--- config.mk ---
export PLATFORM = sky130hd
export DESIGN_NAME = cpu
export DESIGN_NICKNAME = d
export VERILOG_FILES = /design/src/logic/isa_pkg.sv /design/src/logic/pipe_pkg.sv /design/src/logic/register_file.sv /design/src/logic/alu.sv /design/src/logic/pipe_control.sv /design/src/logic/retire_counter.sv /design/src/logic/cpu.sv
export VERILOG_INCLUDE_DIRS = /design/src /design/src/logic
export SDC_FILE = /design/constraint.sdc
export NUM_CORES = 1
export LEC_CHECK = 0
export ABC_CLOCK_PERIOD_IN_PS = 12060
export BUFFER_PORTS_ARGS = -buffer_cell sky130_fd_sc_hd__buf_2
export CORE_MARGIN = 8
export CORE_UTILIZATION = 51
export CTS_BUF_LIST = sky130_fd_sc_hd__clkbuf_4 sky130_fd_sc_hd__clkbuf_8
export CTS_CLUSTER_DIAMETER = 200
export DETAILED_ROUTE_END_ITERATION = 8
export PLACE_DENSITY = 0.67
export SETUP_SLACK_MARGIN = 0.02
export SYNTH_ARGS = -nofsm -noshare
export SYNTH_HDL_FRONTEND = slang
export SYNTH_SLANG_ARGS = --single-unit
--- constraint.sdc ---
create_clock -name clk -period 12.06 [get_ports clk]
set_input_delay 2.412 -clock clk [delete_from_list [all_inputs] [get_ports clk]]
set_output_delay 2.412 -clock clk [all_outputs]
set_load 0.005 [all_outputs]
--- src/logic/cpu_macros.svh ---
`ifndef CPU_MACROS_SVH
`define CPU_MACROS_SVH

// Data, address and instruction width
`define WORD_SIZE    16

// Register file geometry
`define REG_SEL      2
`define NUM_REGS     4

// Instruction fields
`define OPCODE_FIELD 15:12
`define RS_FIELD     11:10
`define RT_FIELD     9:8
`define RD_FIELD     7:6
`define IMM8_FIELD   7:0
`define IMM8_BITS    8
`define IMM12_FIELD  11:0
`define IMM12_BITS   12

`endif

--- src/logic/isa_pkg.sv ---
package isa_pkg;

    // Primary opcode, top nibble of every instruction
    typedef enum logic [3:0] {
        OP_ADD = 4'h0,
        OP_SUB = 4'h1,
        OP_ADI = 4'h2,
        OP_LWD = 4'h3,
        OP_SWD = 4'h4,
        OP_BNE = 4'h5,
        OP_JMP = 4'h6,
        OP_WWD = 4'h7,
        OP_HLT = 4'h8,
        // Bubble that flushed slots turn into
        OP_NOP = 4'hF
    } opcode_t;

    // ALU operations
    typedef enum logic [1:0] {
        ALU_ADD    = 2'b00,
        ALU_SUB    = 2'b01,
        ALU_PASS_B = 2'b10
    } alu_op_t;

endpackage

--- src/logic/pipe_pkg.sv ---
package pipe_pkg;

    // Pipeline control FSM
    typedef enum logic [1:0] {
        ST_RUN   = 2'b00,
        ST_STALL = 2'b01,
        ST_HALT  = 2'b10
    } ctrl_state_t;

    // EX operand source
    typedef enum logic {
        FWD_REG = 1'b0,
        FWD_MW  = 1'b1
    } fwd_sel_t;

endpackage

--- src/logic/register_file.sv ---
`timescale 1ns/1ps
`include "cpu_macros.svh"

module register_file (
    input  logic                  clk,
    input  logic                  reset_n,
    input  logic [`REG_SEL-1:0]   read1,
    input  logic [`REG_SEL-1:0]   read2,
    input  logic                  write_en,
    input  logic [`REG_SEL-1:0]   dest,
    input  logic [`WORD_SIZE-1:0] write_data,
    output logic [`WORD_SIZE-1:0] read_out1,
    output logic [`WORD_SIZE-1:0] read_out2
);

    logic [`WORD_SIZE-1:0] regs [`NUM_REGS];

    always_ff @(posedge clk) begin
        if (reset_n) begin
            for (int i = 0; i < `NUM_REGS; i++) begin
                regs[i] <= '0;
            end
        end else if (write_en) begin
            regs[dest] <= write_data;
        end
    end

    // Write-through so ID sees the value MW is writing this cycle
    assign read_out1 = (write_en && dest == read1) ? write_data : regs[read1];
    assign read_out2 = (write_en && dest == read2) ? write_data : regs[read2];

endmodule

--- src/logic/alu.sv ---
`timescale 1ns/1ps
`include "cpu_macros.svh"

module alu (
    input  logic [`WORD_SIZE-1:0] a,
    input  logic [`WORD_SIZE-1:0] b,
    input  isa_pkg::alu_op_t      op,
    output logic [`WORD_SIZE-1:0] result,
    output logic                  not_equal
);

    import isa_pkg::*;

    always_comb begin
        case (op)
            ALU_ADD:    result = a + b;
            ALU_SUB:    result = a - b;
            ALU_PASS_B: result = b;
            default:    result = '0;
        endcase
    end

    // Branch condition for BNE
    assign not_equal = (a != b);

endmodule

--- src/logic/pipe_control.sv ---
`timescale 1ns/1ps

module pipe_control (
    input  logic clk,
    input  logic reset_n,
    input  logic load_use,
    input  logic redirect,
    input  logic halt_seen,
    output logic stall,
    output logic flush,
    output logic fetch_en
);

    import pipe_pkg::*;

    ctrl_state_t state;
    ctrl_state_t next_state;

    always_ff @(posedge clk) begin
        if (reset_n) begin
            state <= ST_RUN;
        end else begin
            state <= next_state;
        end
    end

    // Halt wins over redirect, redirect over load-use
    always_comb begin
        next_state = state;
        stall      = 1'b0;
        flush      = 1'b0;
        fetch_en   = 1'b1;
        case (state)
            ST_RUN, ST_STALL: begin
                if (halt_seen) begin
                    next_state = ST_HALT;
                    flush      = 1'b1;
                    fetch_en   = 1'b0;
                end else if (redirect) begin
                    next_state = ST_RUN;
                    flush      = 1'b1;
                end else if (load_use && state == ST_RUN) begin
                    next_state = ST_STALL;
                    stall      = 1'b1;
                end else begin
                    next_state = ST_RUN;
                end
            end
            ST_HALT: begin
                // Keep younger slots empty until reset
                flush    = 1'b1;
                fetch_en = 1'b0;
            end
            default: next_state = ST_RUN;
        endcase
    end

endmodule

--- src/logic/retire_counter.sv ---
`timescale 1ns/1ps
`include "cpu_macros.svh"

module retire_counter (
    input  logic                  clk,
    input  logic                  reset_n,
    input  logic                  retire,
    output logic [`WORD_SIZE-1:0] count
);

    // Wraps at the word size
    always_ff @(posedge clk) begin
        if (reset_n) begin
            count <= '0;
        end else if (retire) begin
            count <= count + `WORD_SIZE'(1);
        end
    end

endmodule

--- src/logic/cpu.sv ---
`timescale 1ns/1ps
`include "cpu_macros.svh"

module cpu (
    input  logic                  clk,
    input  logic                  reset_n,
    output logic                  read_m1,
    output logic [`WORD_SIZE-1:0] address1,
    input  logic [`WORD_SIZE-1:0] data1,
    output logic                  read_m2,
    output logic                  write_m2,
    output logic [`WORD_SIZE-1:0] address2,
    input  logic [`WORD_SIZE-1:0] data2,
    output logic [`WORD_SIZE-1:0] wdata2,
    output logic [`WORD_SIZE-1:0] num_inst,
    output logic [`WORD_SIZE-1:0] output_port,
    output logic                  is_halted
);

    import isa_pkg::*;
    import pipe_pkg::*;

    localparam logic [`WORD_SIZE-1:0] nop_word = {OP_NOP, {(`WORD_SIZE-4){1'b0}}};

    logic stall, flush, fetch_en;
    logic load_use, redirect, halt_seen, retire;

    logic [`WORD_SIZE-1:0] pc;
    logic [`WORD_SIZE-1:0] if_id_instr;
    logic [`WORD_SIZE-1:0] if_id_pc_next;

    opcode_t               id_op;
    alu_op_t               id_alu_op;
    logic [`REG_SEL-1:0]   id_rs, id_rt, id_rd, id_dest;
    logic [`WORD_SIZE-1:0] id_rs_val, id_rt_val, id_imm;
    logic                  id_use_imm, id_reg_write, id_uses_rs, id_uses_rt;

    opcode_t               ex_op;
    alu_op_t               ex_alu_op;
    logic                  ex_use_imm, ex_reg_write;
    logic [`REG_SEL-1:0]   ex_rs, ex_rt, ex_dest;
    logic [`WORD_SIZE-1:0] ex_rs_val, ex_rt_val, ex_imm, ex_pc_next;

    fwd_sel_t              fwd_a, fwd_b;
    logic [`WORD_SIZE-1:0] op_a, op_b, alu_b, alu_result, target;
    logic                  not_equal;

    opcode_t               mw_op;
    logic                  mw_reg_write;
    logic [`REG_SEL-1:0]   mw_dest;
    logic [`WORD_SIZE-1:0] mw_result, mw_load, wb_data;

    //////////////////////////////////////////////////////////////////////
    // IF

    assign read_m1  = fetch_en;
    assign address1 = pc;

    always_ff @(posedge clk) begin
        if (reset_n) begin
            pc <= '0;
        end else if (fetch_en && !stall) begin
            // Flush with fetch enabled only happens on a redirect
            pc <= flush ? target : pc + `WORD_SIZE'(1);
        end
    end

    always_ff @(posedge clk) begin
        if (reset_n || flush) begin
            if_id_instr <= nop_word;
        end else if (!stall) begin
            if_id_instr <= data1;
        end
        if (!stall) begin
            if_id_pc_next <= pc + `WORD_SIZE'(1);
        end
    end

    //////////////////////////////////////////////////////////////////////
    // ID

    assign id_op = opcode_t'(if_id_instr[`OPCODE_FIELD]);
    assign id_rs = if_id_instr[`RS_FIELD];
    assign id_rt = if_id_instr[`RT_FIELD];
    assign id_rd = if_id_instr[`RD_FIELD];

    always_comb begin
        id_alu_op    = ALU_PASS_B;
        id_use_imm   = 1'b0;
        id_reg_write = 1'b0;
        id_uses_rs   = 1'b0;
        id_uses_rt   = 1'b0;
        id_dest      = id_rt;
        id_imm = {{(`WORD_SIZE-`IMM8_BITS){if_id_instr[`IMM8_BITS-1]}},
                  if_id_instr[`IMM8_FIELD]};
        case (id_op)
            OP_ADD, OP_SUB: begin
                id_alu_op    = (id_op == OP_ADD) ? ALU_ADD : ALU_SUB;
                id_reg_write = 1'b1;
                id_uses_rs   = 1'b1;
                id_uses_rt   = 1'b1;
                id_dest      = id_rd;
            end
            OP_ADI, OP_LWD: begin
                id_alu_op    = ALU_ADD;
                id_use_imm   = 1'b1;
                id_reg_write = 1'b1;
                id_uses_rs   = 1'b1;
            end
            OP_SWD: begin
                id_alu_op  = ALU_ADD;
                id_use_imm = 1'b1;
                id_uses_rs = 1'b1;
                id_uses_rt = 1'b1;
            end
            OP_BNE: begin
                id_alu_op  = ALU_SUB;
                id_uses_rs = 1'b1;
                id_uses_rt = 1'b1;
            end
            OP_JMP: begin
                // Target goes through the ALU as pass-B
                id_use_imm = 1'b1;
                id_imm = {{(`WORD_SIZE-`IMM12_BITS){1'b0}}, if_id_instr[`IMM12_FIELD]};
            end
            OP_WWD:  id_uses_rs = 1'b1;
            default: ;
        endcase
    end

    register_file register_file_inst (
        .clk        (clk),
        .reset_n    (reset_n),
        .read1      (id_rs),
        .read2      (id_rt),
        .write_en   (mw_reg_write),
        .dest       (mw_dest),
        .write_data (wb_data),
        .read_out1  (id_rs_val),
        .read_out2  (id_rt_val)
    );

    assign load_use = (ex_op == OP_LWD) &&
                      ((id_uses_rs && id_rs == ex_rt) || (id_uses_rt && id_rt == ex_rt));

    always_ff @(posedge clk) begin
        if (reset_n || flush || stall) begin
            ex_op        <= OP_NOP;
            ex_reg_write <= 1'b0;
        end else begin
            ex_op        <= id_op;
            ex_reg_write <= id_reg_write;
        end
        ex_alu_op  <= id_alu_op;
        ex_use_imm <= id_use_imm;
        ex_rs      <= id_rs;
        ex_rt      <= id_rt;
        ex_dest    <= id_dest;
        ex_rs_val  <= id_rs_val;
        ex_rt_val  <= id_rt_val;
        ex_imm     <= id_imm;
        ex_pc_next <= if_id_pc_next;
    end

    //////////////////////////////////////////////////////////////////////
    // EX

    assign fwd_a = (mw_reg_write && mw_dest == ex_rs) ? FWD_MW : FWD_REG;
    assign fwd_b = (mw_reg_write && mw_dest == ex_rt) ? FWD_MW : FWD_REG;
    assign op_a  = (fwd_a == FWD_MW) ? wb_data : ex_rs_val;
    assign op_b  = (fwd_b == FWD_MW) ? wb_data : ex_rt_val;
    assign alu_b = ex_use_imm ? ex_imm : op_b;

    alu alu_inst (
        .a         (op_a),
        .b         (alu_b),
        .op        (ex_alu_op),
        .result    (alu_result),
        .not_equal (not_equal)
    );

    assign redirect  = (ex_op == OP_JMP) || (ex_op == OP_BNE && not_equal);
    assign halt_seen = (ex_op == OP_HLT);
    assign target    = (ex_op == OP_JMP) ? alu_result : ex_pc_next + ex_imm;

    // Data port driven straight from EX
    assign read_m2  = (ex_op == OP_LWD);
    assign write_m2 = (ex_op == OP_SWD);
    assign address2 = alu_result;
    assign wdata2   = op_b;

    pipe_control pipe_control_inst (
        .clk       (clk),
        .reset_n   (reset_n),
        .load_use  (load_use),
        .redirect  (redirect),
        .halt_seen (halt_seen),
        .stall     (stall),
        .flush     (flush),
        .fetch_en  (fetch_en)
    );

    //////////////////////////////////////////////////////////////////////
    // MW

    always_ff @(posedge clk) begin
        if (reset_n) begin
            mw_op        <= OP_NOP;
            mw_reg_write <= 1'b0;
        end else begin
            mw_op        <= ex_op;
            mw_reg_write <= ex_reg_write;
        end
        mw_dest   <= ex_dest;
        // WWD carries its rs value in the result slot
        mw_result <= (ex_op == OP_WWD) ? op_a : alu_result;
        mw_load   <= data2;
    end

    always_ff @(posedge clk) begin
        if (reset_n) begin
            is_halted <= 1'b0;
        end else if (mw_op == OP_HLT) begin
            is_halted <= 1'b1;
        end
    end

    assign wb_data     = (mw_op == OP_LWD) ? mw_load : mw_result;
    assign output_port = (mw_op == OP_WWD) ? mw_result : '0;
    assign retire      = (mw_op != OP_NOP);

    retire_counter retire_counter_inst (
        .clk     (clk),
        .reset_n (reset_n),
        .retire  (retire),
        .count   (num_inst)
    );

endmodule

==> impl_results.md, run 1 <==
- Post-DP HPWL: 25100 µm
- Multi-input logic area: 6300 µm²
- Ports: 118
- Layout cells sized above 1: 19.8%
- Place WS: 5.19 ns
- Synth Area per Inst: 9.75 µm²
- Final WL: 35500 µm
- Clk pwr share: 39.1%
- Post-route setup slack: 4.46 ns
- Post-synth EDFFs: 80
- Clock buffer count from CTS: 42
- Setup violators final: 0
- Worst-Skew Late Latency: 0.55 ns
- Max Cap Violations: 0
- Ys async rst share: 0%
- Leakage power: 6.14 nW
- Drt wl/cell: 20.2 µm
- Register-to-register setup slack: 7.03 ns
- Gate power share: 15.6%
- Die footprint: 29900 µm²
- Max-slew headroom: 25.9%
- Cts repair resizes: 0
- Chip Height: 173 µm
- CTS tree: done
- Clk buf depth: 3
- Routed Antenna Nets: 0
- Gr usage total: 23.3%
- Mapped Nets: 1375
- Antenna Diode Count: 0
- Final hold violation count: 0
- Synthesized area: 12600 µm²
- Arr. time, crit path: 5.19 ns
- Drt via density: 5.75
- Drt first-iter violations: 1004
- Fin crit period: 7.60 ns
- Critical setup path kind: flop to output port
- Distinct cells, synth: 76
- Area grow syn2layout: 14.0%
- Chip Width: 173 µm
- Initial antenna violation count: 1
- Pin count of the biggest net entering global routing: 53
- Layout Skew: 0.0191 ns
- Tcrit/Tclk final: 63.0%
- Setup TNS: 0 ns
- Drc violations: 0
- Vias: 10093
- Initial Utilization: 51.8%
- Worst-margin pin slew: 1.11 ns
- Total core area: 24200 µm²
- Crit path launch type: flop
- Initial DRT Pass Iterations: 6
- Number of synthesized register bits: 249
- Power Density: 146 nW/µm²
- Part of the power in registers: 45.2%
- Routability Congestion: 0.958
- Fmax: 132 MHz
- Main flop type after synthesis: dfxtp_1
- Crit path required time: 9.65 ns
- Int Pwr: 0.00153 W
- First-pass GRT wire length: 56000 µm
- H-Tree Depth: 2
- Final Max Tran Viols: 0
- # fillers: 2123
- Sinks on Clock Net: 249
- Fin nets: 1484
- Register area share after synthesis: 46.0%
- CP endpoint kind: output port
- Vias in the first global route: 10025
- Clk slew on worst S/H paths: 0.06 ns
- Grt total ovfl: 0
- CTS root buf: clkbuf_8
- CTS Hold Bufs: 0
- Switching power: 0.000573 W
- Max VDD drop: 0.0904 mV
- Post-CTS setup buffer count: 0
- Status: completed
- Switching portion of total power: 27.3%
- Row cnt: 57
- Port-buffer cells: 117
- Cells after synthesis: 1289
- RSZ-0062 raised after global routing: no
- Sequential cell area: 5790 µm²
- Worst hold path class: flop to flop
- Syn. warnings: 0
- Crit Path Max Fanout: 17
-- final cells by class --
class	instances	share of cell area [%]
Sequential cell	249	40.4
Clock inverter	4	0.384
Multi-Input combinational cell	920	44.0
Timing Repair Buffer	131	4.82
Clock buffer	73	6.18
Tap cell	324	2.83
Inverter	54	1.41
-- registers in the layout, summed over array words and instances (netlist names), 2 cells and up, named ones only --
signal                     flops
address1                      16
ex_alu_op                      2
ex_dest                        2
ex_imm                        13
ex_op                          4
ex_pc_next                    16
ex_rs                          2
ex_rs_val                     16
ex_rt                          2
ex_rt_val                     16
if_id_instr                   16
if_id_pc_next                 16
mw_dest                        2
mw_load                       16
mw_op                          4
mw_result                     16
pipe_control_inst.state        2
register_file_inst.regs       64
retire_counter_inst.count     16
-- metrics by stage --
stage	area (µm²)	std cells	hold slack (ns)	utilization, %	total power, W
global placement	13400	1678	0.311	55.2	0.00129
global route	14300	1755	0.335	59.1	0.00219
detailed placement	13400	1678	0.312	55.2	0.00129
CTS	14300	1755	0.326	59.1	0.00211
floorplan	12600	1289	0.310	-	0.00118
finish	14300	1755	0.324	59.1	0.00210
-- critical path, cell delays in order (launching register included) --
cell,delay (ns)
dfxtp_1,0.32
and4bb_1,0.26
buf_4,0.34
mux2i_1,0.53
nor2_1,0.08
a21oi_1,0.25
o21ai_0,0.20
ha_1,0.34
fa_1,0.46
a21oi_1,0.26
o221ai_1,0.23
a21oi_1,0.43
a21oi_1,0.12
o21ai_0,0.21
xnor2_1,0.10
o22ai_1,0.32
buf_2,0.20
-- worst paths after layout --
kind | start | cells past startpoint | to
max reg2reg | mw_op[2] | 18 | ex_reg_write
min reg2reg | ex_dest[0] | 0 | mw_dest[0]
min | ex_dest[0] | 0 | mw_dest[0]
max | mw_op[2] | 16 | address2[14]
-- logic make-up after synthesis --
group,count (synthesis),synth area share (%)
and+or+nand+nor,451,16.4
AOI/OAI and AO/OA,260,13.0
DFF,249,46.0
buffers and inverters,120,3.85
muxes,89,10.6
xor gates and xnor gates,68,4.74
adders and majority gates,52,5.36
-- per-layer routing --
metal | share of wire [%] | up-vias | GRT usage, % | routed length (µm)
li1 | - | 4803 | - | -
met1 | 44 | 4790 | 31.0 | 15700
met2 | 45 | 424 | 36.6 | 15900
met3 | 7.8 | 74 | 5.34 | 2780
met4 | 3.1 | 2 | 8.66 | 1100
met5 | 0.023 | - | 0 | 8
-- cells in the final DEF (no fill, tap or decap), drive strengths merged, types with 5 or more instances in the layout --
cell type    n
o31ai        5
xor2        29
clkinv       5
buf        131
and3        10
o21ai       99
a21o         5
ha          49
nand3b       6
nand3       33
a31oi        6
xnor2       39
or3          6
nor2b        8
nand2      114
nor2       181
o21a         6
mux4        32
clkbuf      73
a211oi      11
inv         52
edfxtp      80
o22ai        9
mux2i       38
o221ai       5
nand2b      16
a21oi       58
or2         13
o211ai      12
mux2        19
and2        21
nor3        24
dfxtp      169
-- power groups by stage --
stage | combinational, W | clock (W) | sequential [W]
6_report | 0.000328 | 0.000821 | 0.000949
5_1_grt | 0.000360 | 0.000871 | 0.000954
4_1_cts | 0.000325 | 0.000839 | 0.000949
3_5_place_dp | 0.000323 | 0 | 0.000966
3_3_place_gp | 0.000320 | 0 | 0.000965
2_1_floorplan | 0.000234 | 0 | 0.000946
-- synthesized netlist by cell type, drive strengths merged (8+ instances only) --
library cell / number / area, µm²
mux4: 32 / 721
nor2: 181 / 679
buf: 14 / 86.3
o211ai: 12 / 95.1
or2: 13 / 81.3
nand3: 33 / 165
inv: 52 / 195
nor3: 24 / 120
xor2: 29 / 254
ha: 49 / 613
mux2i: 38 / 393
o21ai: 99 / 495
and3: 10 / 62.6
edfxtp: 80 / 2400
nor2b: 8 / 50.1
a211oi: 11 / 100
xnor2: 39 / 342
mux2: 19 / 218
and2: 21 / 131
a21oi: 58 / 290
nand2: 114 / 435
clkbuf: 52 / 195
o22ai: 9 / 56.3
nand2b: 16 / 100
dfxtp: 169 / 3380
No activity file was read; power rests on OpenSTA's default activity.
==> run 2: changes to the inputs <==
- ABC_CLOCK_PERIOD_IN_PS: 12060 -> 6600
- PLACE_DENSITY: 0.67 -> 0.7
- clock period: 12.06 -> 6.6 ns (I/O delays scaled with it)
==> run 2 against run 1 <==
Net effect:
- global-route usage fell by 0.52 points
- critical path type unchanged
- hold slack improved by 0.0013 ns
- clock skew rose by 0.0029 ns
- non-clock buffer count rose by 6
- critical path depth fell by 1
- wire length fell by 1.1%
- highest routed layer is now met4
- via count rose by 0.83%
- die area did not move
- first-iteration DRC count fell by 11%
- register-to-register slack got worse by 5.4 ns
- combinational power rose by 86%
- critical endpoint is now address2[11]
==> impl_results.md, run 2 (synthesis results as in run 1) <==
- Initial DRT Pass Iterations: 6 (unchanged)
- Grt total ovfl: 0 (unchanged)
- Drt via density: 5.79 (+0.60%)
- Hold path cells: 0 (unchanged)
- Endpoint, Worst Hold: mw_dest[1]
- Setup violators final: 0 (unchanged)
- CTS Hold Bufs: 0 (unchanged)
- Ports: 118 (unchanged)
- Worst R2R Path Depth: 15 (-3)
- Worst-margin pin slew: 1.22 ns (+0.112 ns)
- Final Cell Area: 14400 µm² (+0.67%)
- Critical setup path kind: flop to output port
- Chip Height: 173 µm (unchanged)
- Arr. time, crit path: 5.05 ns (-0.14 ns)
- Switching portion of total power: 27.5% (+0.18 points)
- Switching power: 0.00106 W (+86%)
- Max Cap Violations: 0 (unchanged)
- Final Max Tran Viols: 0 (unchanged)
- Cts repair resizes: 0 (unchanged)
- Drc violations: 0 (unchanged)
- # fillers: 2090 (-1.6%)
- Max VDD drop: 0.213 mV (+140%)
- Clk buf depth: 3 (unchanged)
- Total core area: 24200 µm² (unchanged)
- Pin count of the biggest net entering global routing: 52 (-1.9%)
- Fmax: 157 MHz
- Layout Skew: 0.0220 ns (+0.00288 ns)
- Final WL: 35100 µm (-1.1%)
- Power Density: 269 nW/µm² (+83%)
- Chip Width: 173 µm (unchanged)
- Initial Utilization: 51.8% (unchanged)
- R2R Path End: ex_reg_write
- Fin nets: 1489 (+0.34%)
- Port-buffer cells: 117 (unchanged)
- Status: completed
- Hold path start: ex_dest[1]
- Initial antenna violation count: 1 (unchanged)
- Row cnt: 57 (unchanged)
- Fin crit period: 6.37 ns
- CP endpoint kind: output port
- RSZ-0062 raised after global routing: yes
- Most frequent cells in the layout: 181 x nor2_1, 169 x dfxtp_1, 117 x buf_2
- Antenna Diode Count: 0 (unchanged)
- Gate power share: 15.7% (about the same)
- Leakage power: 6.18 nW (+0.67%)
- Vias: 10177 (+0.83%)
- Placed inst area: 13400 µm² (+0.34%)
- Gr usage total: 22.8% (-0.52 points)
- Register-to-register setup slack: 1.65 ns (-5.38 ns)
- Clk pwr share: 39.5% (+0.4 points)
- Int Pwr: 0.00281 W (+84%)
- Routability Congestion: 0.903 (-5.7%)
- Part of the power in registers: 44.8% (-0.4 points)
- Commonest non-fill, non-tap cell in the layout: nor2_1
- CTS tree: done
- Routed Antenna Nets: 0 (unchanged)
- Tcrit/Tclk final: 96.5%
- H-Tree Depth: 2 (unchanged)
- Clk slew on worst S/H paths: 0.06 ns (about the same)
- Max-slew headroom: 18.1% (-7.7 points)
- Drt first-iter violations: 891 (-11%)
- Layout cells sized above 1: 20.6% (+0.71 points)
- Post-CTS setup buffer count: 0 (unchanged)
- Final hold slack: 0.325 ns (+0.00126 ns)
- Sinks on Clock Net: 249 (unchanged)
- Finished Core Util: 59.5% (+0.40 points)
- Worst hold path class: flop to flop
- First-pass GRT wire length: 54800 µm (-2.0%)
- Number of flip-flops under the largest register name: 64 (unchanged)
- Crit Path Max Fanout: 17 (unchanged)
- Final hold violation count: 0 (unchanged)
- Crit path required time: 5.28 ns (-4.37 ns)
- Area grow syn2layout: 14.8%
- Clock buffer count from CTS: 41 (-2.4%)
- CTS root buf: clkbuf_8
- Vias in the first global route: 9956 (-0.69%)
- Die footprint: 29900 µm² (unchanged)
- FF-to-FF Start: mw_op[2]
- Reg with most FFs: register_file_inst.regs
- Worst-Skew Late Latency: 0.55 ns (about the same)
- Crit path launch type: flop
- Post-DP HPWL: 25000 µm (-0.29%)
- Drt wl/cell: 20.0 µm (-1.4%)
[run 2: stage by stage]
stage	setup TNS, ns	total power, W	std cells	setup WS, ns
4_1_cts	0	0.00388	1759	0.144
5_1_grt	-0.0797	0.00403	1759	-0.0365
3_5_place_dp	0	0.00236	1684	0.775
6_report	0	0.00387	1759	0.234
2_1_floorplan	0	0.00216	1289	1.68
3_3_place_gp	0	0.00235	1684	0.819
[run 2: final cells by class]
cell class	instances	area (µm²)	area share [%]
Multi-Input combinational cell	920	6340	44.0
Sequential cell	249	5790	40.1
Clock buffer	60	795	5.51
Timing Repair Buffer	137	736	5.10
Tap cell	324	405	2.81
Inverter	54	203	1.41
Clock inverter	15	154	1.07
[run 2: critical path, stage by stage, from the launching register on]
cell	delay [ns]
dfxtp_1	0.33
and4bb_1	0.28
buf_4	0.36
mux2i_1	0.55
nor2_1	0.08
a21oi_1	0.25
o21ai_0	0.19
ha_1	0.45
nor4_1	0.44
nor3_2	0.14
o211ai_1	0.28
a31o_2	0.21
a21oi_1	0.08
xnor2_1	0.13
o221ai_1	0.50
buf_2	0.22
[run 2: layer usage]
metal	global-route usage [%]	up-vias	share of wire, %
met5	0	-	0
met4	9.56	0	3.7
met3	4.90	86	7.6
met2	35.8	431	45
met1	30.1	4856	44
li1	-	4804	-
[run 2: worst max path at each step]
stage / to / slack [ns] / depth (start not counted) / from
2_1_floorplan: address2[15] / 1.68 / 16 / mw_op[2]
3_3_place_gp: address2[15] / 0.82 / 15 / mw_op[2]
3_5_place_dp: address2[15] / 0.78 / 15 / mw_op[2]
4_1_cts: address2[11] / 0.14 / 17 / mw_op[2]
5_1_grt: address2[13] / -0.04 / 15 / mw_op[2]
6_report: address2[11] / 0.23 / 15 / mw_op[2]
[run 2: power groups by stage]
stage	Sequential [W]	Combinational, W	Clock, W
after floorplan	0.00173	0.000427	0
after global placement	0.00176	0.000587	0
after detailed placement	0.00176	0.000593	0
after CTS	0.00173	0.000598	0.00155
after global routing	0.00174	0.000669	0.00162
final	0.00174	0.000609	0.00153
